$ cat config.mk
export PLATFORM = sky130hd
export DESIGN_NAME = comb_mixer
export DESIGN_NICKNAME = d
export VERILOG_FILES = /design/src/source/audio_sample_pkg.sv /design/src/source/comb_mixer.sv
export VERILOG_INCLUDE_DIRS = /design/src /design/src/source
export SDC_FILE = /design/constraint.sdc
export NUM_CORES = 1
export LEC_CHECK = 0
export BUFFER_PORTS_ARGS = -buffer_cell sky130_fd_sc_hd__buf_4
export CORE_MARGIN = 3
export CORE_UTILIZATION = 30
export DETAILED_ROUTE_END_ITERATION = 8
export PLACE_DENSITY = 0.61
export SLEW_MARGIN = 40
export SYNTH_ARGS = -nofsm -noshare
export SYNTH_HDL_FRONTEND = slang
export SYNTH_SLANG_ARGS = --single-unit
export TNS_END_PERCENT = 10
$ cat constraint.sdc
create_clock -name clk -period 5 [get_ports clk]
set_input_delay 0.5 -clock clk [delete_from_list [all_inputs] [get_ports clk]]
set_output_delay 0.5 -clock clk [all_outputs]
set_load 0.02 [all_outputs]
$ cat src/source/comb_settings.svh
`ifndef COMB_SETTINGS_SVH
`define COMB_SETTINGS_SVH

// Audio sample format
`define SAMPLE_WIDTH 12

// Delay line depth in samples, kept short for simulation
`define DELAY_MAX 64
// Delay length word
`define DELAY_WIDTH 16

// Feedback gain, signed Q1.7
`define GAIN_WIDTH 8
`define GAIN_FRAC 7

// Filter count, power of two only
`define NUM_COMBS 4
`define COMB_IDX_WIDTH 2

`endif

$ cat src/source/audio_sample_pkg.sv
`include "comb_settings.svh"

package audio_sample_pkg;

    ////////////////////
    // Sample types
    ////////////////////

    // One audio sample, two's complement
    typedef logic signed [`SAMPLE_WIDTH-1:0] sample_t;

    // Sum of all filter outputs
    // One extra bit per doubling of the filter count
    typedef logic signed [`SAMPLE_WIDTH+`COMB_IDX_WIDTH-1:0] acc_t;

endpackage

$ cat src/source/comb_mixer.sv
`timescale 1ns/10ps

`include "comb_settings.svh"

module comb_mixer
    import audio_sample_pkg::*;
(
    input  logic    clk,
    input  logic    rstn,
    input  logic    sample_valid,
    input  sample_t comb_out [`NUM_COMBS],
    output sample_t sample_out,
    output logic    out_valid
);

    // Running sum over the bank
    acc_t sum;

    // Sum divided by the filter count
    acc_t avg;

    ////////////////////
    // Sum
    ////////////////////

    always_comb begin
        sum = '0;
        for (int k = 0; k < `NUM_COMBS; k++) begin
            // Sign extend each filter output first
            sum = sum + acc_t'(comb_out[k]);
        end
    end

    // Average by shift, count is a power of two
    assign avg = sum >>> `COMB_IDX_WIDTH;

    ////////////////////
    // Output register
    ////////////////////

    always_ff @(posedge clk) begin
        if (!rstn) begin
            sample_out <= '0;
        end else if (sample_valid) begin
            // Average fits the sample range again
            sample_out <= sample_t'(avg);
        end
    end

    // Strobe lines up with the new sample
    always_ff @(posedge clk) begin
        if (!rstn) begin
            out_valid <= 1'b0;
        end else begin
            out_valid <= sample_valid;
        end
    end

endmodule

* After elaboration in Yosys (flattened, before gate mapping)
Index checks and enable logic that the tools add are counted.
Storage, ports and cells: flip-flop bits (word level) 13, latch bits 0, memory bits (writable) 0, memory bits (read-only) 0, input bits 51, output and inout bits 13, logic and storage cells 5, memories 0
Operators by class: add/sub/neg operators 3, multipliers 0, div/mod/pow operators 0, $lt $le $gt $ge 0, eq/ne operators 0, shift-type cells 0, multiplexer cells 0, bitwise logic cells 0, reduce and logical (&&, ||, !) cells 0
Operators by type and width (number):
- 13-bit by 12-bit adder with 14-bit output | 1
- 14-bit by 12-bit adder with 14-bit output | 1
- 12-bit by 12-bit adder with 13-bit output | 1

* Logic depth before layout (Yosys ltp)
depth after elaboration 3, depth in mapped cells 12, gate-level depth less buffers 12

* Worst setup path before layout
Ideal clock, no wire load.
kind input-to-reg, from in comb_out[1] (netlist bit), to reg sample_out[11], library setup time 74 ps, data arrival time 3225 ps, required time 4926 ps, slack 1701 ps, stages on the path 12, buffers on the path 0, cell sequence inv_1 fa_1 inv_1 fa_1 nand3b_1 inv_1 fa_1 a21o_1 a221oi_2 nor3_1 or3_1 a31oi_1
Between the ends: longest elaborated chain between the ends 1
RTL lines:
- start, declared | RTL line comb_mixer.sv:11 | input sample_t comb_out [`NUM_COMBS],
- 14-bit by 12-bit adder with 14-bit output | RTL line comb_mixer.sv:30 | sum = sum + acc_t'(comb_out[k]);
- end signal, assigned | RTL line comb_mixer.sv:46 | sample_out <= sample_t'(avg);
- end, declared | RTL line comb_mixer.sv:12 | output sample_t sample_out,
No other way between the ends. A chain may end at the register's enable or synchronous reset.

* Worst setup path after layout
Ends and elaborated chain as after synthesis.

==> impl_metrics.yaml <==
run_status:
  outcome: "finished clean"
worst_setup_path:
  cp-end-kind: "flip-flop"
  cp.required_ns: 5.17
  r2r_slack_ns: 4.04
  r2r-end: "sample_out[7]"
  crit_type: "in2reg"
  ff2ff_path_depth: 2
  startpoint_type: "input port"
  rr_startpoint: "sample_out[7]"
  crit_fanout: 5
  cp_data_arrival_time_ns: 3.51
yosys:
  synthArstFlopShare_pct: 0
  synth_largest_area_cell: "fa_1"
  synth_top_area_share_pct: 29.0
  yosys-top-cells-area: "fa_1 (29%), dfxtp_1 (15%), inv_1 (14%), ha_1 (8.0%), xnor2_1 (3.0%)"
  ys_warn_count: 0
  yosysSeqAreaShare_pct: 15.1
  yosysUniqueCellTypes: 40
  synth_edf_count: 0
  synth_fp_nets: 284
  netlist_area_um2: 1730
  synth-seq-cells: 13
  synthAdderAreaFrac_pct: 36.9
  synth_area_per_cell_um2: 8.77
  synth_top_family_by_area: "adder cells"
  synth_xor_xnor_area_share_pct: 4.56
  synthTopCellsByCount: "inv_1 (65), fa_1 (25), dfxtp_1 (13), ha_1 (11), nand2_1 (11)"
  muxShareOfSynthArea_pct: 2.90
  synth_compound_area_share_pct: 15.0
  ys.flop_type: "dfxtp_1"
  postSynthCellCount: 197
  synth-simple-area-share_pct: 10.5
  synth_most_common_cell: "inv_1"
cells_and_area:
  layout.nets: 350
  area_delta_synth_final_pct: 34.3
  num_antenna_cells: 0
  nFillCells: 588
  drive_above_1_share_pct: 27.1
  final_area_um2: 2320
clocking:
  clk_latency_ns: 0.23
  cts_tree: "yes"
  cts_resized: 0
  clock_path_buffers: 2
  clk_pin_slew_ns: 0.05
  cts_setup_buffers: 0
  htree_num_levels: 1
  ctsHoldBuffers: 0
  cts_buffers: 3
  root_buffer: "clkbuf_8"
  clock-sinks: 13
timing:
  rsz0062_at_grt: "no"
  worst_slack_ns: 1.66
  post-route-period-util_pct: 66.9
  max-slew-margin-rel_pct: 72.5
  setup_viol: 0
  hold_viol_final: 0
  max_slew.worst_pin.slew_ns: 0.413
  max_freq_ghz: 0.299
  min_period_ns: 3.34
  final.setup.tns_ns: 0
  final.setup_skew_ns: 0
  finalMaxSlewViolations: 0
floorplan:
  initial_core_util_pct: 31.2
  rows: 27
  die_x_um: 81.9
  die_area_um2: 6710
  io_pins: 64
  core_um2: 5540
  die_h_um: 81.9
pwr:
  p_sw_uw: 322
  pwr-share-seq_pct: 20.0
  power_leakage_nw: 1.29
  power_density_nw_per_um2: 325
  peakVddDrop_mv: 0.109
  power_frac_comb_pct: 68.1
  switching_share_pct: 42.7
  clkPwrFrac_pct: 11.9
  intPower_uw: 433
global_routing:
  grt_pass1_vias: 1516
  met1_usage_pct: 12.2
  grt_pass1_wl_um: 5910
  use_met2_pct: 20.6
  overflow: 0
  use_met3_pct: 2.63
  antenna_found_initial: 0
  grt_start_max_net_pins: 17
  top_usage_layer: "met2"
  track_usage_pct: 10.9
drt:
  drc_errors: 0
  vias_per_cell: 4.52
  wirelength_um: 3450
  wire_per_inst_um: 10.3
  postRouteAntennaNets: 0
  drt-initial-drc-count: 39
  vias: 1509
  drtPass1Iterations: 4
min_path:
  hold_start: "sample_out[8]"
  whs_endpoint: "sample_out[8]"
  hold_path_depth: 2
  min_path_type: "reg2reg"
placed_design:
  place_area_um2: 2270
  dp_slack_ns: 1.42
  hpwl_um: 3070
  gp_congestion: 0.818
  portBuffers: 63
run:
  cap_violations: 0
[metal layers]
layer | part of all wire [%] | vias to the layer above
met2 | 52 | 49
met3 | 7.2 | 4
met4 | 1.2 | 0
met5 | 0 | -
met1 | 40 | 709
li1 | - | 747
[through the flow]
stage / total power, mW / util, % / hold WS, ns / std cells
global placement: 0.670 / 41.1 / 0.447 / 330
detailed placement: 0.673 / 41.1 / 0.448 / 330
CTS: 0.766 / 41.9 / 0.460 / 334
global route: 0.835 / 41.9 / 0.505 / 334
finish: 0.755 / 41.9 / 0.462 / 334
floorplan: 0.520 / - / 0.534 / 197
[worst max-delay path, cell delays in order]
cell and delay (ns):
buf_4 0.08, inv_1 0.04, fa_1 0.53, inv_1 0.05, fa_1 0.45, nand3b_1 0.17, inv_1 0.08, fa_1 0.39
a21o_1 0.22, a221oi_2 0.40, nor3_1 0.12, or3_1 0.32, a31oi_1 0.15
[flip-flops by register name, summed over array words and instances, names as in the netlist]
| signal | flops |
|---|---|
| sample_out | 12 |
| out_valid | 1 |
[cell type report]
| type | instances | area (µm²) | share of cell area, % |
|---|---|---|---|
| Sequential cell | 13 | 260 | 11.2 |
| Tap cell | 72 | 90.1 | 3.88 |
| Clock buffer | 4 | 45.0 | 1.94 |
| Multi-Input combinational cell | 117 | 1210 | 52.0 |
| Timing Repair Buffer | 63 | 473 | 20.4 |
| Inverter | 65 | 244 | 10.5 |
[layout by cell type (no fill, tap or decap), drive strengths merged]
cell type  Yosys  final
o21ai          8      8
and3           2      2
o2111a         1      1
xnor2          6      6
nor2           1      1
ha            11     11
o221ai         1      1
dfxtp         13     13
clkbuf         0      4
nand4          2      2
and4           1      1
o31ai          1      1
o31a           1      1
nand2         11     11
nand3          2      2
fa            25     25
a21oi          4      4
buf            2     63
mux2i          5      5
a221oi         4      4
nor2b          6      6
xor2           3      3
or3            1      1
o211a          1      1
o22ai          1      1
a31oi          2      2
nor3           1      1
a221o          1      1
nand3b         2      2
o41a           1      1
a22o           1      1
inv           65     65
nor4b          1      1
a22oi          1      1
a21o           7      7
nor3b          1      1
and2           1      1
[worst max path at each step]
stage                start        endpoint  slack, ns  cells after the start
6_report       comb_out[1]  sample_out[11]       1.66                     13
5_1_grt        comb_out[1]  sample_out[11]       1.44                     13
4_1_cts        comb_out[1]  sample_out[11]       1.67                     13
3_5_place_dp   comb_out[1]  sample_out[11]       1.42                     13
3_3_place_gp   comb_out[1]  sample_out[11]       1.48                     13
2_1_floorplan  comb_out[1]  sample_out[11]       1.70                     12
[cells by family after synthesis]
group                    count (synthesis)
buffers and inverters                   67
adder cells (fa/ha/maj)                 36
AO/OA/AOI/OAI                           35
AND/OR/NAND/NOR                         32
flip-flops                              13
XOR/XNOR                                 9
multiplexers                             5
[power groups by stage]
| stage | clock [mW] | sequential (mW) | combinational [mW] |
|---|---|---|---|
| floorplan | 0 | 0.186 | 0.334 |
| global placement | 0 | 0.153 | 0.517 |
| detailed placement | 0 | 0.152 | 0.521 |
| CTS | 0.0929 | 0.151 | 0.523 |
| global route | 0.0984 | 0.155 | 0.582 |
| finish | 0.0897 | 0.151 | 0.514 |
(Power assumes the default switching activity.)
