==> src/source/comb_settings.svh <==
`ifndef COMB_SETTINGS_SVH
`define COMB_SETTINGS_SVH

// Audio sample format
`define SAMPLE_WIDTH 12

// Delay line depth in samples, kept short for simulation
`define DELAY_MAX 64
// Delay length word
`define DELAY_WIDTH 16

// Feedback gain, signed Q1.7
`define GAIN_WIDTH 8
`define GAIN_FRAC 7

// Filter count, power of two only
`define NUM_COMBS 4
`define COMB_IDX_WIDTH 2

`endif

==> src/source/audio_sample_pkg.sv <==
`include "comb_settings.svh"

package audio_sample_pkg;

    ////////////////////
    // Sample types
    ////////////////////

    // One audio sample, two's complement
    typedef logic signed [`SAMPLE_WIDTH-1:0] sample_t;

    // Sum of all filter outputs
    // One extra bit per doubling of the filter count
    typedef logic signed [`SAMPLE_WIDTH+`COMB_IDX_WIDTH-1:0] acc_t;

endpackage

==> src/source/comb_config_pkg.sv <==
`include "comb_settings.svh"

package comb_config_pkg;

    ////////////////////
    // Config types
    ////////////////////

    // Delay length in samples
    // Valid range 1 to DELAY_MAX once written
    typedef logic [`DELAY_WIDTH-1:0] delay_len_t;

    // Feedback gain, signed fixed point
    typedef logic signed [`GAIN_WIDTH-1:0] gain_t;

    // Selects one filter of the bank
    typedef logic [`COMB_IDX_WIDTH-1:0] comb_idx_t;

endpackage

==> src/source/sample_delay_line.sv <==
`timescale 1ns/10ps

`include "comb_settings.svh"

module sample_delay_line
    import audio_sample_pkg::*, comb_config_pkg::*;
(
    input  logic       clk,
    input  logic       rstn,
    input  logic       enable,
    input  delay_len_t len,
    input  sample_t    in_sample,
    output sample_t    out_sample
);

    // Index bits for the shift register
    localparam int IDX_WIDTH = $clog2(`DELAY_MAX);

    // Entry 0 holds the newest sample
    sample_t queue [`DELAY_MAX];

    // Tap position
    logic [IDX_WIDTH-1:0] tap_idx;

    ////////////////////
    // Shift register
    ////////////////////

    always_ff @(posedge clk) begin
        if (!rstn) begin
            for (int i = 0; i < `DELAY_MAX; i++) begin
                queue[i] <= '0;
            end
        end else if (enable) begin
            // One shift per audio sample
            queue[0] <= in_sample;
            for (int i = 1; i < `DELAY_MAX; i++) begin
                queue[i] <= queue[i-1];
            end
        end
    end

    ////////////////////
    // Output tap
    ////////////////////

    // Length counts from 1, so entry len-1 was written len shifts ago
    assign tap_idx = IDX_WIDTH'(len - delay_len_t'(1));

    assign out_sample = queue[tap_idx];

endmodule

==> src/source/comb_filter.sv <==
`timescale 1ns/10ps

`include "comb_settings.svh"

module comb_filter
    import audio_sample_pkg::*, comb_config_pkg::*;
(
    input  logic       clk,
    input  logic       rstn,
    input  logic       sample_valid,
    input  sample_t    sample_in,
    input  delay_len_t delay_len,
    input  gain_t      gain,
    output sample_t    comb_out
);

    // Full product and one guard bit for the add
    localparam int PROD_WIDTH = `SAMPLE_WIDTH + `GAIN_WIDTH;
    localparam int SUM_WIDTH  = PROD_WIDTH + 1;

    // Sample range limits
    localparam sample_t SAT_HI = {1'b0, {(`SAMPLE_WIDTH-1){1'b1}}};
    localparam sample_t SAT_LO = {1'b1, {(`SAMPLE_WIDTH-1){1'b0}}};

    // Own output from delay_len samples ago
    sample_t tap;

    logic signed [PROD_WIDTH-1:0] product;
    logic signed [PROD_WIDTH-1:0] scaled;
    logic signed [SUM_WIDTH-1:0]  sum;

    ////////////////////
    // Feedback store
    ////////////////////

    // Output goes back in on each sample strobe
    sample_delay_line u_delay (
        .clk        (clk),
        .rstn       (rstn),
        .enable     (sample_valid),
        .len        (delay_len),
        .in_sample  (comb_out),
        .out_sample (tap)
    );

    ////////////////////
    // Scale and add
    ////////////////////

    // Signed multiply at full width
    assign product = PROD_WIDTH'(tap) * PROD_WIDTH'(gain);

    // Drop the gain fraction bits
    assign scaled = product >>> `GAIN_FRAC;

    assign sum = SUM_WIDTH'(sample_in) + SUM_WIDTH'(scaled);

    // Clamp to the sample range
    always_comb begin
        if (sum > SUM_WIDTH'(SAT_HI)) begin
            comb_out = SAT_HI;
        end else if (sum < SUM_WIDTH'(SAT_LO)) begin
            comb_out = SAT_LO;
        end else begin
            comb_out = sample_t'(sum);
        end
    end

endmodule

==> config.mk <==
export PLATFORM = sky130hd
export DESIGN_NAME = comb_filter
export DESIGN_NICKNAME = d
export VERILOG_FILES = /design/src/source/audio_sample_pkg.sv /design/src/source/comb_config_pkg.sv /design/src/source/sample_delay_line.sv /design/src/source/comb_filter.sv
export VERILOG_INCLUDE_DIRS = /design/src /design/src/source
export SDC_FILE = /design/constraint.sdc
export NUM_CORES = 1
export LEC_CHECK = 0
export BUFFER_PORTS_ARGS = -buffer_cell sky130_fd_sc_hd__buf_2
export CAP_MARGIN = 20
export CORE_MARGIN = 2
export CORE_UTILIZATION = 64
export DETAILED_ROUTE_END_ITERATION = 10
export PLACE_DENSITY = 0.8
export SLEW_MARGIN = 20
export SYNTH_ARGS = -nofsm -noshare
export SYNTH_HDL_FRONTEND = slang
export SYNTH_SLANG_ARGS = --single-unit
==> constraint.sdc <==
create_clock -name clk -period 28.2 [get_ports clk]
set_clock_uncertainty 0.15 [all_clocks]
set_input_delay 5.64 -clock clk [delete_from_list [all_inputs] [get_ports clk]]
set_output_delay 5.64 -clock clk [all_outputs]
set_load 0.1 [all_outputs]
Word-level counts from Yosys, hierarchy flattened
Memory sizes are Yosys's and may differ from the RTL's.
Index checks and enable logic that the tools add are counted.
{"block": "totals", "input_bits": 39, "memories": 1, "ramBits": 768, "reg_bits": 0, "output_inout_bits": 12}
{"name": "u_delay.queue", "depth": 64, "width": 12, "rd": 64, "rd_clocked_by_memory_dff": 0, "wr": 64, "line_no": "sample_delay_line.sv:20", "source": "sample_t queue [`DELAY_MAX];"}
{"block": "op_classes", "muxes": 70, "multipliers": 1, "magnitude_cmp": 2, "add_sub_neg": 2, "bitwise": 64}
{"operator": "$mux 12", "count": 66}
{"operator": "$or 1x1->1", "count": 64}
{"operator": "$mul 12x8->20", "count": 1}
{"operator": "$add 12x13->14", "count": 1}
{"operator": "$gt 14x12->1 const B", "count": 1}
{"operator": "$lt 14x12->1 const B", "count": 1}
{"operator": "$sub 6x1->6 const B", "count": 1}
{"operator": "$mux 1", "count": 4}

Longest topological paths before layout
Gate-level depths: netlist of the first run.
An unclocked memory read counts as a cell.
{"block": "depth", "ltp_word": 8, "ltp_mapped": 40, "ltp_nobuf": 32}

By module
A second synthesis of the first run with hierarchy kept.
{"block": "hier_totals", "cells_unflattened": 2725, "hier_area_um2": 38971.1}
{"mod": "sample_delay_line", "cells_per_inst": 2246, "instances": 1, "area_per_inst_um2": 34883.5}
{"mod": "comb_filter", "cells_per_inst": 479, "instances": 1, "area_per_inst_um2": 4087.7}

Least setup slack after synthesis of the first run
OpenSTA, ideal clock, no wires.
{"block": "synth_path", "path_type": "in2reg", "startpoint": "input port sample_valid", "endpoint": "memory u_delay.queue[0][0] (netlist bit), enable pin", "path_buffers": 1, "setup_slack_ns": 2.537, "stages": 2, "t_required_ns": 26.770, "arrival_time_ns": 24.233, "path_cell_list": "clkbuf_1 nand2b_1"}
{"element": "start: declaration", "line_no": "comb_filter.sv:10", "source": "input logic sample_valid,"}
{"element": "end: declaration", "line_no": "sample_delay_line.sv:20"}

Final worst setup path of the first run
{"block": "layout_path", "startpoint": "input port delay_len[0]", "endpoint": "output port comb_out[7]"}
{"block": "layout_via", "elab_chain_cells": 7, "elab_cells_between_ends": 8, "cone_classes": "add/sub (2); mul (1); order compare (2); mux (2); memory (1)"}
{"element": "start: declaration", "line_no": "comb_filter.sv:12", "source": "input delay_len_t delay_len,"}
{"element": "$sub 6x1->6 *", "line_no": "sample_delay_line.sv:48", "source": "assign tap_idx = IDX_WIDTH'(len - delay_len_t'(1));"}
{"element": "$mem_v2 64x12 *"}
{"element": "$mul 12x8->20 *", "line_no": "comb_filter.sv:51", "source": "assign product = PROD_WIDTH'(tap) * PROD_WIDTH'(gain);"}
{"element": "$add 12x13->14 *", "line_no": "comb_filter.sv:56", "source": "assign sum = SUM_WIDTH'(sample_in) + SUM_WIDTH'(scaled);"}
{"element": "$lt 14x12->1", "line_no": "comb_filter.sv:62", "source": "end else if (sum < SUM_WIDTH'(SAT_LO)) begin"}
{"element": "$mux 12", "line_no": "comb_filter.sv:62"}
{"element": "$mux 12 *", "line_no": "comb_filter.sv:60", "source": "if (sum > SUM_WIDTH'(SAT_HI)) begin"}
{"element": "end: declaration", "line_no": "comb_filter.sv:14", "source": "output sample_t comb_out"}
Every way passes the cells marked *; elsewhere a longest branch is shown, timed or not.

==> flow_metrics.env, run 1 <==
export IMPL_status="completed"
export IMPL_wl_um=71940
export IMPL_grt_pass1_wl_um=117400
export IMPL_gr_total_overflow=0
export IMPL_yosysWarnings=0
export IMPL_htreeDepth=3
export IMPL_cp_max_fo=87
export IMPL_slew_headroom=0.2612
export IMPL_setup_tns_ps=0
export IMPL_cpMostUsedCell="inv_1"
export IMPL_ys_ff_latch=768
export IMPL_cts_root_buffer="clkbuf_16"
export IMPL_cp_slowest_stage_delay_ps=830
export IMPL_path_class="input pin to primary output"
export IMPL_hold_viol=0
export IMPL_setup_violations=0
export IMPL_dr_wl_met2_um=35250
export IMPL_num_rows=89
export IMPL_clock_latency_ps=630
export IMPL_synth_seq_area_share=0.5984
export IMPL_top_layer="met4"
export IMPL_max_freq_ghz=0.04368
export IMPL_crit_buf_inv=8
export IMPL_syn_to_final_growth_pct=8.266
export IMPL_cp_end_kind="primary output"
export IMPL_fin_util=0.7043
export IMPL_first_global_vias=21612
export IMPL_min_period_over_period=0.8119
export IMPL_mappedNetlistArea_um2=38540
export IMPL_nets=2589
export IMPL_drive_gt1_frac=0.1780
export IMPL_synth_nets=2636
export IMPL_synth_edf_count=768
export IMPL_clkTransAtPathRegs_ps=60
export IMPL_hpwl_um=41400
export IMPL_cts_hold_buffers=0
export IMPL_place_gp_congestion=0.8233
export IMPL_wire_per_inst_um=22.10
export IMPL_wl_met3_um=3483
export IMPL_grt_max_degree=315
export IMPL_vias=20751
export IMPL_avgSynthCellArea_um2=15.61
export IMPL_synth_ff_type="edfxtp_1"
export IMPL_cts_made_buffers=79
export IMPL_first_pass_iters=6
export IMPL_core_um2=59240
export IMPL_worstMarginPinSlew_ps=1108
export IMPL_die_h_um=249.4
export IMPL_io_pins=51
export IMPL_post_cts_setup_buffer_count=0
export IMPL_final_antenna_net_count=0
export IMPL_wirelength_met1_um=31190
export IMPL_largest_register="u_delay.queue"
export IMPL_largest_reg_flops=768
export IMPL_rsz0062_at_grt="no"
export IMPL_die_w_um=249.4
export IMPL_cts_tree="built"
export IMPL_hp_class="flip-flop to flip-flop"
export IMPL_synthCells=2468
export IMPL_gr_usage_all_layers=0.2367
export IMPL_ys_types=43
export IMPL_clock_sinks=768
export IMPL_critPathLaunch="delay_len[0]"
export IMPL_num_antenna_cells=0
export IMPL_drt_initial_drc_count=2103
export IMPL_worstPathRequired_ps=22410
export IMPL_vias_per_cell=6.373
export IMPL_worstHoldStart="u_delay.queue[54][10]"
export IMPL_reg2reg_from="u_delay.queue[0][4]"
export IMPL_antenna_found_initial=0
export IMPL_fin_crit_ps=22900
export IMPL_maxSlewViolCount=0
export IMPL_crit_family="adder cells"
export IMPL_drc=0
export IMPL_dieArea_um2=62190
export IMPL_drv_cap=0
export IMPL_crit_arrival_ps=17110
export IMPL_start_util=0.6505
export IMPL_clockBufferDepth=3
export IMPL_synthArstFlopShare=0
export IMPL_slowest_stage="ha_4"
export IMPL_place_port_buffers=40
export IMPL_reg_top3="u_delay.queue x768"
export IMPL_setup_worst_path_start_class="input pin"
export IMPL_cts_resized=0
==> path summary, 6_finish.rpt <==
| check | endpoint | slack, ps | depth (start not counted) |
|---|---|---|---|
| worst max-delay path | comb_out[7] | 5300 | 32 |
| worst min-delay path | u_delay.queue[55][10] | 380 | 1 |
| worst min register to register | u_delay.queue[55][10] | 380 | 1 |
| worst max register to register | u_delay.queue[0][3] | 18470 | 27 |
==> area by class of cell <==
cell class / count / area (um2)
Timing Repair Buffer: 67 / 488.0
Tap cell: 773 / 967.2
Multi-Input combinational cell: 1397 / 14240
Sequential cell: 768 / 23060
Clock buffer: 99 / 2095
Clock inverter: 44 / 465.4
Inverter: 108 / 405.4
Fill cell: 3737 / 17520
==> kinds of logic (layout without fill, tap and decap cells) <==
logic type	count (synthesis)	count (layout)	synth area share
xor gates and xnor gates	33	33	0.007500
muxes	257	257	0.1476
and+or+nand+nor	897	897	0.1427
adders and majority gates	129	129	0.05708
DFF	768	768	0.5984
AOI/OAI and AO/OA	81	81	0.01321
buffers and inverters	303	318	0.03344
==> Yosys cell counts (all sizes together) (2+ instances only) <==
library cell	count	area (um2)
clkbuf	158	593.1
nor3	4	20.02
and2	428	2678
nand3	3	15.01
nor2	18	67.56
edfxtp	768	23060
nor3b	2	15.01
o211ai	3	22.52
nand2	25	93.84
xor2	11	96.34
a31oi	2	12.51
a211oi	7	52.55
nor2b	5	31.28
mux2i	7	70.07
ha	51	638.1
or3	2	12.51
o21bai	3	22.52
and3	400	2502
a21oi	27	135.1
a21o	4	30.03
xnor2	22	192.7
o21ai	16	80.07
o22ai	3	18.77
o21a	5	37.54
buf	37	290.3
fa	78	1562
a211o	5	43.79
mux4	249	5608
nand2b	8	50.05
inv	108	405.4
==> per-layer routing <==
metal	vias to the layer above	track usage
li1	9216	-
met1	10773	0.3497
met2	620	0.3737
met3	142	0.03338
met4	0	0.07418
met5	-	0
==> stage by stage <==
step                instances  setup WS (ps)  area (um2)  hold slack, ps
floorplan                2468           2537       38540           368.3
global placement         3112           5593       39120           374.7
detailed placement       3112           5314       39120           381.1
CTS                      3255           5299       41680           389.9
global route             3256           4758       41720           406.8
finish                   3256           5304       41720           382.9
==> layout by cell type (no fill, tap or decap), drive strengths merged, types with 8 or more instances in the layout <==
| cell type | netlist | routed |
|---|---|---|
| edfxtp | 768 | 768 |
| and2 | 428 | 428 |
| and3 | 400 | 400 |
| mux4 | 249 | 249 |
| inv | 108 | 112 |
| clkbuf | 158 | 100 |
| fa | 78 | 78 |
| buf | 37 | 66 |
| ha | 51 | 51 |
| clkinv | 0 | 29 |
| a21oi | 27 | 27 |
| nand2 | 25 | 25 |
| xnor2 | 22 | 22 |
| nor2 | 18 | 18 |
| o21ai | 16 | 16 |
| xor2 | 11 | 11 |
| nand2b | 8 | 8 |
Power of run 1 is left out: the tool's default activity adds up to more than one toggle a clock period on the data nets, which glitch-free logic cannot reach.
==> run 2: changes to the inputs <==
Clock period 28.2 ns to 22 ns, I/O delays scaled along.
==> flow_metrics.env, run 2 (synthesis results as in run 1) <==
export IMPL_reg2reg_to="u_delay.queue[0][9]"
export IMPL_cts_resized=0
export IMPL_grt_max_degree=202
export IMPL_vias=20746
export IMPL_cp_end_kind="primary output"
export IMPL_reg_top3="u_delay.queue x768"
export IMPL_place_port_buffers=40
export IMPL_die_h_um=249.4
export IMPL_die_w_um=249.4
export IMPL_drv_cap=0
export IMPL_hold_viol=0
export IMPL_r2r_cells=27
export IMPL_clock_latency_ps=630
export IMPL_crit_arrival_ps=15270
export IMPL_met2_usage=0.3758
export IMPL_vias_per_cell=6.362
export IMPL_gr_usage_all_layers=0.2413
export IMPL_rsz0062_at_grt="no"
export IMPL_slew_headroom=0.2731
export IMPL_slowest_stage="ha_4"
export IMPL_worstMarginPinSlew_ps=1090
export IMPL_io_pins=51
export IMPL_gr_total_overflow=0
export IMPL_clockBufferDepth=3
export IMPL_drt_initial_drc_count=2068
export IMPL_clock_sinks=768
export IMPL_setup_worst_path_start_class="input pin"
export IMPL_fin_crit_ps=19820
export IMPL_first_global_vias=21677
export IMPL_hpwl_um=41370
export IMPL_setup_tns_ps=0
export IMPL_largest_reg_flops=768
export IMPL_critPathLaunch="delay_len[0]"
export IMPL_cts_tree="built"
export IMPL_reg2reg_from="u_delay.queue[1][5]"
export IMPL_dieArea_um2=62190
export IMPL_wl_um=73230
export IMPL_most_common_layout_cells="edfxtp_1, and2_1, and3_1"
export IMPL_max_freq_ghz=0.05045
export IMPL_wire_per_inst_um=22.46
export IMPL_grtUsageMet1=0.3511
export IMPL_setup_violations=0
export IMPL_cp_max_fo=76
export IMPL_path_depth=32
export IMPL_htreeDepth=3
export IMPL_maxSlewViolCount=0
export IMPL_drc=0
export IMPL_nets=2591
export IMPL_final_antenna_net_count=0
export IMPL_hp_class="flip-flop to flip-flop"
export IMPL_min_period_over_period=0.9010
export IMPL_crit_end="comb_out[0]"
export IMPL_grt_pass1_wl_um=118900
export IMPL_place_inst=3113
export IMPL_busiest_layer="met2"
export IMPL_cts_made_buffers=80
export IMPL_cts_root_buffer="clkbuf_16"
export IMPL_drive_gt1_frac=0.1765
export IMPL_antenna_found_initial=0
export IMPL_fin_ws_ps=2178
export IMPL_core_um2=59240
export IMPL_num_rows=89
export IMPL_crit_family="adder cells"
export IMPL_cp_slowest_stage_delay_ps=910
export IMPL_cts_hold_buffers=0
export IMPL_r2r_slack_ps=12570
export IMPL_fin_cells=3261
export IMPL_syn_to_final_growth_pct=8.633
export IMPL_final_common_cell="edfxtp_1"
export IMPL_path_class="input pin to primary output"
export IMPL_start_util=0.6505
export IMPL_post_cts_setup_buffer_count=0
export IMPL_largest_register="u_delay.queue"
export IMPL_hold_ws_ps=397.3
export IMPL_status="completed"
export IMPL_first_pass_iters=5
export IMPL_worstPathRequired_ps=17450
export IMPL_cpMostUsedCell="inv_1"
export IMPL_dp_slack_ps=2112
export IMPL_crit_buf_inv=8
export IMPL_clkTransAtPathRegs_ps=60
export IMPL_grt_use_met3=0.04349
export IMPL_place_gp_congestion=0.8340
[run 2: layout make-up]
cell class | count | area [um2]
clock buffer | 94 | 2097
sequential | 768 | 23060
tap | 773 | 967.2
inverter | 108 | 405.4
antenna | 1 | 2.502
timing repair buffer | 68 | 515.5
multi-input combinational | 1397 | 14240
clock inverter | 52 | 578.1
fill | 3660 | 17380
[run 2: worst reg2reg max path, cell delays in order (launching register included)]
cell and delay, ps:
edfxtp_1 400, mux4_2 510, mux4_2 530, mux4_2 640, and2_1 240, fa_1 550, inv_1 60, fa_1 520
inv_1 50, fa_1 470, inv_1 60, fa_1 480, inv_1 50, ha_1 200, or3_1 360, a211o_1 310
a221oi_1 470, o21bai_1 170, a21oi_1 250, xnor2_1 130, ha_1 260, or3_1 430, a211o_1 280, a31oi_1 360
nand2b_1 180, o21ai_0 100, a21bo_2 350, a211oi_1 610
[run 2: how the worst min path moves through the flow]
| stage | startpoint | to | slack, ps | cells after the start |
|---|---|---|---|---|
| finish | u_delay.queue[33][7] | u_delay.queue[34][7] | 400 | 1 |
| floorplan | u_delay.queue[33][0] | u_delay.queue[34][0] | 370 | 1 |
| CTS | u_delay.queue[62][2] | u_delay.queue[63][2] | 400 | 1 |
| global route | u_delay.queue[33][6] | u_delay.queue[34][6] | 410 | 1 |
| global placement | u_delay.queue[51][11] | u_delay.queue[52][11] | 370 | 1 |
| detailed placement | u_delay.queue[33][7] | u_delay.queue[34][7] | 380 | 1 |
[run 2: stage by stage]
step             util  instance area, um2
2_1_floorplan       -               38540
3_3_place_gp   0.6607               39140
3_5_place_dp   0.6607               39140
4_1_cts        0.7058               41820
5_1_grt        0.7066               41860
6_report       0.7067               41860
[run 2: layer usage]
metal / part of all wire / up-vias
met3: 0.052 / 146
met5: 0 / -
met4: 0.032 / 0
met2: 0.49 / 543
li1: - / 9225
met1: 0.43 / 10832
Power of run 2 is left out for the same reason.
