## config.mk

```make
export PLATFORM = sky130hd
export DESIGN_NAME = comb_config_regs
export DESIGN_NICKNAME = d
export VERILOG_FILES = /design/src/source/comb_config_pkg.sv /design/src/source/comb_config_regs.sv
export VERILOG_INCLUDE_DIRS = /design/src /design/src/source
export SDC_FILE = /design/constraint.sdc
export NUM_CORES = 1
export LEC_CHECK = 0
export BUFFER_PORTS_ARGS = -buffer_cell sky130_fd_sc_hd__buf_2
export CAP_MARGIN = 15
export CORE_AREA = 8 8 108 110
export CTS_CLUSTER_SIZE = 20
export DETAILED_ROUTE_END_ITERATION = 6
export DIE_AREA = 0 0 116 118
export PLACE_DENSITY = 0.68
export SLEW_MARGIN = 30
export SYNTH_ARGS = -nofsm -noshare
export SYNTH_HDL_FRONTEND = slang
export SYNTH_SLANG_ARGS = --single-unit
```

## constraint.sdc

```tcl
create_clock -name clk -period 3.6 [get_ports clk]
set_input_delay 0.36 -clock clk [delete_from_list [all_inputs] [get_ports clk]]
set_output_delay 0.36 -clock clk [all_outputs]
set_load 0.005 [all_outputs]
```

## src/source/comb_settings.svh

```systemverilog
`ifndef COMB_SETTINGS_SVH
`define COMB_SETTINGS_SVH

// Audio sample format
`define SAMPLE_WIDTH 12

// Delay line depth in samples, kept short for simulation
`define DELAY_MAX 64
// Delay length word
`define DELAY_WIDTH 16

// Feedback gain, signed Q1.7
`define GAIN_WIDTH 8
`define GAIN_FRAC 7

// Filter count, power of two only
`define NUM_COMBS 4
`define COMB_IDX_WIDTH 2

`endif

```

## src/source/comb_config_pkg.sv

```systemverilog
`include "comb_settings.svh"

package comb_config_pkg;

    ////////////////////
    // Config types
    ////////////////////

    // Delay length in samples
    // Valid range 1 to DELAY_MAX once written
    typedef logic [`DELAY_WIDTH-1:0] delay_len_t;

    // Feedback gain, signed fixed point
    typedef logic signed [`GAIN_WIDTH-1:0] gain_t;

    // Selects one filter of the bank
    typedef logic [`COMB_IDX_WIDTH-1:0] comb_idx_t;

endpackage

```

## src/source/comb_config_regs.sv

```systemverilog
`timescale 1ns/10ps

`include "comb_settings.svh"

module comb_config_regs
    import comb_config_pkg::*;
(
    input  logic       clk,
    input  logic       rstn,
    input  logic       cfg_write,
    input  comb_idx_t  cfg_index,
    input  delay_len_t cfg_delay,
    input  gain_t      cfg_gain,
    output delay_len_t delay_len [`NUM_COMBS],
    output gain_t      gain      [`NUM_COMBS]
);

    // Longest legal delay in the length format
    localparam delay_len_t LEN_MAX = delay_len_t'(`DELAY_MAX);

    // Written delay after range limiting
    delay_len_t delay_clamped;

    ////////////////////
    // Range check
    ////////////////////

    always_comb begin
        if (cfg_delay == '0) begin
            // Zero delay has no tap
            delay_clamped = delay_len_t'(1);
        end else if (cfg_delay > LEN_MAX) begin
            delay_clamped = LEN_MAX;
        end else begin
            delay_clamped = cfg_delay;
        end
    end

    ////////////////////
    // Per filter registers
    ////////////////////

    always_ff @(posedge clk) begin
        if (!rstn) begin
            // Longest delay and no feedback
            for (int k = 0; k < `NUM_COMBS; k++) begin
                delay_len[k] <= LEN_MAX;
                gain[k]      <= '0;
            end
        end else if (cfg_write) begin
            // Only the indexed filter changes
            delay_len[cfg_index] <= delay_clamped;
            gain[cfg_index]      <= cfg_gain;
        end
    end

endmodule

```

After elaboration in Yosys (flattened, before gate mapping). Cells that the tools add are included.

Register bits after elaboration: 96. Input port bits: 29. Output and inout port bits: 96. Logic and storage cells: 22.

Magnitude comparators: 3. Multiplexer cells: 8. Bitwise logic cells: 1. Reductions and logical operators: 2.

Operators with widths (number): $bwmux W64 (1); $mux W16 (3); $bwmux W32 (1); $demux W16 S2 (1); $demux W8 S2 (1); $gt A16 B7 Y1 const B (1); $logic_not A16 Y1 (1); $mux W8 (1); $ge A3 B3 Y1 const B (1); $lt A3 B1 Y1 const B (1); $not A2 Y3 (1); $logic_and A1 B1 Y1 (1).

Longest topological paths before layout. Gate-level depths: netlist (run 1).

Depth after elaboration: 6. Gate-level depth with buffers: 6. Depth with buffers taken out: 3.

Worst setup path after synthesis (run 1). OpenSTA, ideal clock, no wires.

Path type: in2reg. Start: input cfg_index[0]. End: register delay_len[49] (netlist name). Setup time: 117 ps. Data arrival time: 1447 ps. Data required time: 3483 ps. Slack: 2036 ps. Stages on the path: 5. Path buffers: 2. Cells stage by stage: buf_2 > or3b_1 > clkbuf_1 > and2_1 > a22o_1.

Cells in the longest elaborated chain, start to end: 6. Elaborated cells on any way between the ends: 7. Those cells by class: order compare (2); mux (3); bitwise (1); reduce/logical (1).

RTL lines: start: declaration (RTL line comb_config_regs.sv:11) `input comb_idx_t cfg_index,`; $not A2 Y3 (implied by the code) * (RTL line comb_config_regs.sv:52) `delay_len[cfg_index] <= delay_clamped;`; $ge A3 B3 Y1 (implied by the code) / $lt A3 B1 Y1 (equally long branches) (RTL line comb_config_regs.sv:52); $logic_and A1 B1 Y1 (implied by the code) (RTL line comb_config_regs.sv:52); $mux W16 (implied by the code) (RTL line comb_config_regs.sv:52); $demux W16 S2 * (RTL line comb_config_regs.sv:52); $bwmux W64 * (RTL line comb_config_regs.sv:52); end signal: indexed assignment (RTL line comb_config_regs.sv:52); end: declaration (RTL line comb_config_regs.sv:14) `` output delay_len_t delay_len [`NUM_COMBS], ``.

Every way passes the cells marked *; elsewhere a longest branch is shown, timed or not. A chain may end at the register's enable or synchronous reset.

Worst setup path after layout (run 1).
Start: input cfg_index[0]. End: register delay_len[53] (netlist name).

Same word-level chain as after synthesis.

==> results of run 1 <==
## Yosys cell counts, drive strengths merged, types with 3 or more instances
library cell	count
a21boi	35
a22o	3
a32o	6
and3	37
buf	9
clkbuf	20
dfxtp	96
nand2	70
nand3	15
nand4	3
nor2	6
nor3b	4
nor4	8
o21ai	3
o41ai	10
## per-stage QoR
stage | instances | setup slack, ps | power [uW] | instance area (sq um) | util, %
after CTS | 590 | 1950 | 1950 | 4270 | 42.7
final | 591 | 2040 | 1910 | 4280 | 42.8
after detailed placement | 575 | 1550 | 1220 | 4060 | 40.6
after floorplan | 342 | 2040 | 1170 | 3380 | -
after global placement | 575 | 1590 | 1220 | 4060 | 40.6
after global routing | 591 | 1890 | 2010 | 4280 | 42.8
## cells in the final DEF, fill, tap and decap left out, drive strengths merged, types with 8 or more instances in the layout
master and instances:
a21boi 35, o41ai 10, and3 37, buf 127
nand3 15, clkbuf 11, dfxtp 96, nor4 8
nand2 70
## registers in the layout (all words and copies together) (netlist names)
signal	cells
delay_len	64
gain	32
## path summary, 6_finish.rpt
| check | startpoint | endpoint | slack [ps] | depth (start not counted) |
|---|---|---|---|---|
| min | cfg_gain[0] | gain[16] | 280 | 3 |
| max | cfg_index[0] | delay_len[53] | 2040 | 4 |
| max reg2reg | delay_len[38] | delay_len[38] | 2940 | 2 |
| min reg2reg | delay_len[54] | delay_len[54] | 460 | 2 |
## layout make-up
type	instances	area, sq um
sequential	96	1920
inverter	1	3.75
tap	136	170
clock inverter	4	53.8
clock buffer	11	151
timing repair buffer	127	647
fill	1005	5720
multi-input combinational	216	1330
## cell families (layout without fill, tap and decap cells)
| kind of cell | count (synthesis) | after routing | synth area share (%) |
|---|---|---|---|
| AO/OA/AOI/OAI | 62 | 62 | 14.3 |
| AND/OR/NAND/NOR | 154 | 154 | 24.9 |
| buffers and inverters | 30 | 143 | 3.85 |
| flip-flops | 96 | 96 | 56.9 |
## power breakdown
part | switching (uW) | internal, uW | leakage (uW)
sequential | 5.54 | 1070 | 0.000775
combinational | 77.9 | 39.7 | 0.00115
clock | 362 | 357 | 0.0000976
total | 446 | 1470 | 0.00202
## layer usage
metal	global-route usage (%)	part of all wire [%]	vias up
met1	18.1	46	1348
met5	0	0.13	-
met3	4.26	7.9	17
li1	-	-	1415
met4	7.87	2.3	2
met2	22.0	44	100
## worst min-delay path: stages
cell	delay [ps]
buf_2	130
nand2_1	50
a21boi_0	60
==> impl_metrics.csv, run 1 <==
group,metric,value,unit
pwr,power.density,447,nW/um^2
pwr,p_leak,0.00202,uW
clock_tree,cts.sinks,96,
yosys,yosysSeqAreaShare,56.9,%
yosys,synth_top_flop_cell,"dfxtp_1",
clock_tree,cts-resized-gates,0,
yosys,async_flop_share,0,%
die,die_area,13700,sq um
routing,via_count,2882,
routing,ant_nets,0,
job,max-cap-violations,0,
finish,areaGrowthSynthToFinish,26.7,%
clock_tree,clkLatencyLatePin,350,ps
min_path,hold_class,"input port to flip-flop",
critical_path,setup.worst_path.end_class,"flip-flop",
clock_tree,postCtsHoldBufs,0,
finish,drive_gt1_share,33.6,%
placement,io_buffers,124,
sta,fin_skew,0,ps
die,initial_core_util,33.8,%
routing,wirelength,9730,um
die,die_w,116,um
routing,drt_pre_antenna_iters,5,
critical_path,crit_arrival,1810,ps
global_routing,grt_pass1_vias,2998,
sta,min_period,1560,ps
yosys,synthCells,342,
yosys,synth_edf_count,0,
yosys,synth_top_area_share,56.9,%
global_routing,track_usage,14.6,%
global_routing,grt_max_degree,98,
routing,post-route-drc-count,0,
critical_path,start_kind,"input port",
sta,finalSetupViolations,0,
critical_path,critPathKind,"input port to flip-flop",
sta,tightest_slew,782,ps
yosys,yosysWarnings,0,
status,status,"finished clean",
clock_tree,htree_levels,3,
global_routing,grt_pass1_wl,15800,um
sta,rsz0062_at_grt,"false",
yosys,avgSynthCellArea,9.87,sq um
critical_path,worstPathCellList,"buf_2 > or3b_2 > and2_1 > a22o_1",
die,rows,37,
finish,layout.nets,480,
die,pin_count,125,
critical_path,slowest_stage,"or3b_2",
finish,insertedDiodeCount,0,
yosys,synth_area_leaders,"dfxtp_1 57%, a21boi_0 7.8%, nand2_1 7.8%",
clock_tree,cts_buffer_depth,2,
critical_path,cpLargestDelayFamily,"simple AND/OR/NAND/NOR gates",
clock_tree,post_cts_buffers,0,
clock_tree,cts-root-buf,"clkbuf_8",
routing,via_per_inst,4.88,
sta,fin_crit_sh,43.4,%
global_routing,grt_overflow,0,
routing,drtIter0Drc,216,
clock_tree,cts-buffers-inserted,9,
global_routing,antenna_found_initial,1,
critical_path,cp.required,3850,ps
critical_path,critical_path.max_stage_delay,760,ps
sta,max_freq,640,MHz
yosys,ys_ff_latch,96,
critical_path,critPathBufInv,1,
pwr,ir_worst_vdd,0.183,mV
sta,holdWs,281,ps
placement,place.gp.congestion,0.738,
routing,wl_per_cell,16.5,um
sta,tns,0,ps
critical_path,cp_max_fo,25,
clock_tree,cts_tree,"done",
clock_tree,clk_pin_slew,100,ps
sta,hold_violations,0,
sta,maxSlewHeadroom,47.9,%
yosys,netlist_area,3380,sq um
die,die_h,118,um
sta,maxSlewViolCount,0,
yosys,ys_types,34,
die,core,10000,sq um
yosys,synth_nets,371,
placement,hpwl,6790,um
yosys,synth_top_cell_by_area,"dfxtp_1",
(Power assumes the default switching activity.)
==> run 2, diff against run 1 <==
Settings changed: PLACE_DENSITY 0.68 to 0.7.
Clock period 3.6 ns to 1.4 ns, I/O delays scaled along.
==> run 2 against run 1 <==
Flip-flop and latch count is the same. Clock skew is the same. Global-route usage down 0.086 points. Register-to-register slack lost 2200 ps. Sequential power rose to 2.6 times the previous value. Critical endpoint is now delay_len[35]. Sequential share of layout area decreased by 2.1 points. Largest cell class unchanged. Non-clock buffer count is 17 higher. Final cell count grew 3.0%. Worst hold slack got worse by 220 ps. Combinational power grew to 2.8 times the previous value. Setup slack lost 1900 ps.
==> impl_metrics.csv, run 2 (synthesis gave the netlist of run 1 again) <==
group,metric,value,unit
pwr,p_leak,0.00215,uW
finish,drive_gt1_share,35.5,%
placement,place.gp.congestion,0.774,
pwr,p_total,5470,uW
global_routing,grt_overflow,0,
global_routing,grt_pass1_vias,2961,
status,status,"finished clean",
global_routing,track_usage,14.5,%
clock_tree,postCtsHoldBufs,0,
job,max-cap-violations,0,
global_routing,antenna_found_initial,0,
clock_tree,cts_buffer_depth,2,
sta,holdWs,63.1,ps
sta,maxSlewViolCount,0,
finish,fin_util,44.9,%
critical_path,cp_max_fo,12,
routing,wl_per_cell,16.2,um
pwr,p_int,4310,uW
finish,multi_input_area,1330,sq um
pwr,seqPwrFrac,50.7,%
clock_tree,clkLatencyLatePin,360,ps
die,initial_core_util,33.8,%
clock_tree,cts-buffers-inserted,9,
finish,layout.nets,497,
sta,fin_crit_sh,88.1,%
critical_path,start_kind,"input port",
clock_tree,htree_levels,3,
die,die_w,116,um
placement,hpwl,7170,um
clock_tree,clk_pin_slew,90,ps
min_path,hold_class,"input port to flip-flop",
placement,io_buffers,124,
finish,areaGrowthSynthToFinish,32.8,%
clock_tree,cts_tree,"done",
clock_tree,cts.sinks,96,
sta,finalSetupViolations,0,
clock_tree,post_cts_buffers,0,
die,die_h,118,um
sta,rsz0062_at_grt,"false",
routing,via_count,2911,
sta,tightest_slew,718,ps
finish,regArea,1920,sq um
routing,drtIter0Drc,139,
die,pin_count,125,
pwr,p_sw_share,21.2,%
sta,fin_skew,0,ps
die,core,10000,sq um
routing,wirelength,9840,um
die,die_area,13700,sq um
sta,max_freq,811,MHz
sta,tns,0,ps
pwr,combPwrFrac,6.1,%
sta,fin_ws,166,ps
pwr,clkPwrFrac,43.1,%
global_routing,grt_pass1_wl,15700,um
placement,place_ws,-214,ps
die,rows,37,
clock_tree,cts-root-buf,"clkbuf_8",
finish,final_cell_mix,"124 x buf_2, 96 x dfxtp_1, 70 x nand2_1, 37 x and3_1, 35 x a21boi_0",
finish,layout_commonest_cell,"buf_2",
finish,largest_reg_flops,64,
sta,min_period,1230,ps
routing,via_per_inst,4.78,
critical_path,cp.required,1640,ps
finish,insertedDiodeCount,0,
finish,regMostFlops,"delay_len",
routing,post-route-drc-count,0,
sta,hold_violations,0,
clock_tree,cts-resized-gates,0,
finish,biggestRegsByFlops,"delay_len (64), gain (32)",
routing,drt_pre_antenna_iters,4,
critical_path,setup.worst_path.end_class,"flip-flop",
pwr,power_switching,1160,uW
critical_path,crit_arrival,1480,ps
critical_path,critPathKind,"input port to flip-flop",
pwr,power.density,1220,nW/um^2
sta,maxSlewHeadroom,51.9,%
finish,fill_cells,989,
global_routing,grt_max_degree,98,
routing,ant_nets,0,
pwr,ir_worst_vdd,0.518,mV
==> run 2: cell type report <==
type / instances / share of cell area (%)
tap: 136 / 3.79
timing repair buffer: 144 / 17.7
clock buffer: 11 / 3.15
multi-input combinational: 216 / 29.5
inverter: 1 / 0.0837
sequential: 96 / 42.8
clock inverter: 5 / 2.85
==> run 2: routing by layer <==
metal / GRT usage, % / part of all wire [%] / vias up
li1: - / - / 1453
met1: 17.9 / 45 / 1364
met2: 22.4 / 46 / 85
met3: 5.03 / 8.1 / 9
met4: 5.84 / 1.2 / 0
met5: 0 / 0 / -
==> run 2: worst max-delay path, stage by stage <==
cell and delay (ps):
buf_2 110, nor4_2 390, nand2_1 350, o41ai_1 480
==> run 2: through the flow <==
stage	instance area [sq um]	cells
after CTS	4490	609
after floorplan	3380	342
after global placement	4220	593
final	4490	609
after detailed placement	4220	593
after global routing	4490	609
==> run 2: final timing paths <==
path	cells after the start	startpoint	slack, ps	end
max	4	cfg_delay[10]	170	delay_len[35]
min	3	cfg_gain[0]	60	gain[8]
max reg2reg	2	gain[20]	700	gain[20]
min reg2reg	2	delay_len[54]	450	delay_len[54]
==> run 2: power groups by stage <==
| stage | Combinational (uW) | Sequential [uW] | Clock (uW) |
|---|---|---|---|
| 4_1_cts | 338 | 2770 | 2440 |
| 3_3_place_gp | 327 | 2840 | 0 |
| 2_1_floorplan | 158 | 2840 | 0 |
| 3_5_place_dp | 336 | 2840 | 0 |
| 5_1_grt | 368 | 2780 | 2540 |
| 6_report | 335 | 2770 | 2360 |
==> run 3, diff against run 2 <==
Settings changed: PLACE_DENSITY 0.7 to 0.59.
==> run 3 against run 2 <==
Count of clock-buffer cells in the layout decreased by 1. Sequential power about the same. Clock skew unchanged. Design area decreased by 1.4%. Critical endpoint is now delay_len[50]. Combinational power decreased by 1%. Critical path type unchanged. Final cell count unchanged. Core utilization decreased by 0.61 points. Largest cell class unchanged. Fmax increased by 2.0%. Global-route usage decreased by 0.21 points.
==> impl_metrics.csv, run 3 (synthesis gave the netlist of run 1 again) <==
group,metric,value,unit
critical_path,critical_path.max_stage_delay,460,ps
critical_path,cpLargestDelayFamily,"simple AND/OR/NAND/NOR gates",
finish,layout.cells.non_filler,609,
job,max-cap-violations,0,
die,pin_count,125,
pwr,p_leak,0.00211,uW
critical_path,cp.required,1650,ps
sta,finalSetupViolations,0,
sta,min_period,1210,ps
critical_path,r2r_cells,1,
sta,holdWs,65.3,ps
placement,dp.cells,593,
critical_path,setup.worst_path.end_class,"flip-flop",
critical_path,slowest_stage,"o41ai_1",
pwr,ir_worst_vdd,0.445,mV
finish,layout.nets,497,
routing,drtIter0Drc,154,
critical_path,cp_max_fo,12,
finish,final_cell_mix,"124 x buf_2, 96 x dfxtp_1, 70 x nand2_1, 37 x and3_1, 35 x a21boi_0",
critical_path,worstPathCellList,"buf_2 > buf_4 > nor4_2 > nand2_1 > o41ai_1",
global_routing,track_usage,14.3,%
die,die_area,13700,sq um
clock_tree,clkLatencyLatePin,350,ps
finish,largest_reg_flops,64,
routing,post-route-drc-count,0,
die,core,10000,sq um
finish,fill_cells,1036,
sta,maxSlewViolCount,0,
clock_tree,cts_buffer_depth,2,
clock_tree,cts.sinks,96,
clock_tree,clk_pin_slew,90,ps
status,status,"finished clean",
sta,fin_skew,0,ps
die,die_h,118,um
routing,via_count,2884,
finish,biggestRegsByFlops,"delay_len (64), gain (32)",
sta,hold_violations,0,
critical_path,start_kind,"input port",
routing,via_per_inst,4.74,
min_path,hold_class,"input port to flip-flop",
routing,wl_per_cell,15.9,um
clock_tree,cts-root-buf,"clkbuf_8",
sta,maxSlewHeadroom,53.6,%
clock_tree,cts_tree,"done",
sta,fin_crit_sh,86.4,%
sta,rsz0062_at_grt,"false",
finish,insertedDiodeCount,0,
die,rows,37,
global_routing,antenna_found_initial,0,
global_routing,grt_overflow,0,
placement,io_buffers,124,
critical_path,crit_arrival,1460,ps
finish,drive_gt1_share,35.5,%
global_routing,grt_max_degree,98,
sta,max_freq,827,MHz
finish,layout_commonest_cell,"buf_2",
die,initial_core_util,33.8,%
finish,multi_input_area,1330,sq um
routing,ant_nets,0,
critical_path,critPathBufInv,2,
routing,wirelength,9680,um
critical_path,cp_num_cells,5,
placement,hpwl,7110,um
min_path,hold_depth,3,
critical_path,critPathKind,"input port to flip-flop",
finish,regArea,1920,sq um
sta,tightest_slew,693,ps
finish,regMostFlops,"delay_len",
finish,areaGrowthSynthToFinish,31.0,%
routing,drt_pre_antenna_iters,4,
global_routing,grt_pass1_vias,2953,
pwr,power.density,1150,nW/um^2
clock_tree,htree_levels,3,
clock_tree,post_cts_buffers,0,
clock_tree,postCtsHoldBufs,0,
placement,place.gp.congestion,0.761,
clock_tree,cts-buffers-inserted,9,
clock_tree,cts-resized-gates,0,
global_routing,grt_pass1_wl,15500,um
die,die_w,116,um
-- run 3: changes by cell type in the layout (fill, tap and decap cells not counted) --
cell	delta
buf_12	-1
buf_4	+1
bufinv_16	-2
clkbuf_8	-1
clkinv_4	+1
clkinvlp_4	+1
inv_6	+1
-- run 3: per-stage QoR --
stage	area (sq um)	utilization, %	setup WS [ps]	power [uW]	setup TNS [ps]
finish	4420	44.2	191	5080	0
global route	4420	44.2	44.2	5310	0
CTS	4420	44.2	193	5160	0
detailed placement	4200	42.0	-187	3170	-2400
global placement	4200	42.0	-112	3160	-1840
floorplan	3380	-	55.9	3000	0
-- run 3: path summary, 6_finish.rpt --
kind | startpoint | endpoint | slack (ps)
worst max-delay path | cfg_delay[10] | delay_len[50] | 190
worst min-delay path | cfg_gain[1] | gain[25] | 70
worst max register to register | delay_len[33] | delay_len[33] | 760
worst min register to register | gain[27] | gain[27] | 470
-- run 3: report_power, final --
part / leakage, uW / internal, uW / total (uW) / switching, uW
registers: 0.000775 / 2760 / 2770 / 15.0
logic: 0.00123 / 127 / 330 / 203
clock network: 0.000103 / 1020 / 1980 / 964
total: 0.00211 / 3900 / 5080 / 1180
-- run 3: worst min-delay path, cell delays in order --
cell and delay, ps:
buf_2 130, nand2_1 50, a21boi_0 60
-- run 3: area by class of cell --
class                           instances  area share, %
Clock buffer                           10           2.88
Clock inverter                          6           2.09
Timing Repair Buffer                  144           17.7
Sequential cell                        96           43.4
Multi-Input combinational cell        216           29.9
Inverter                                1         0.0848
Tap cell                              136           3.85
-- run 3: routing by layer --
metal	track usage, %	vias up	part of all wire, %	wire length, um
li1	-	1455	-	-
met1	17.6	1337	45	4400
met2	22.2	82	46	4430
met3	4.77	10	7.2	697
met4	5.60	0	1.5	145
met5	0	-	0	0
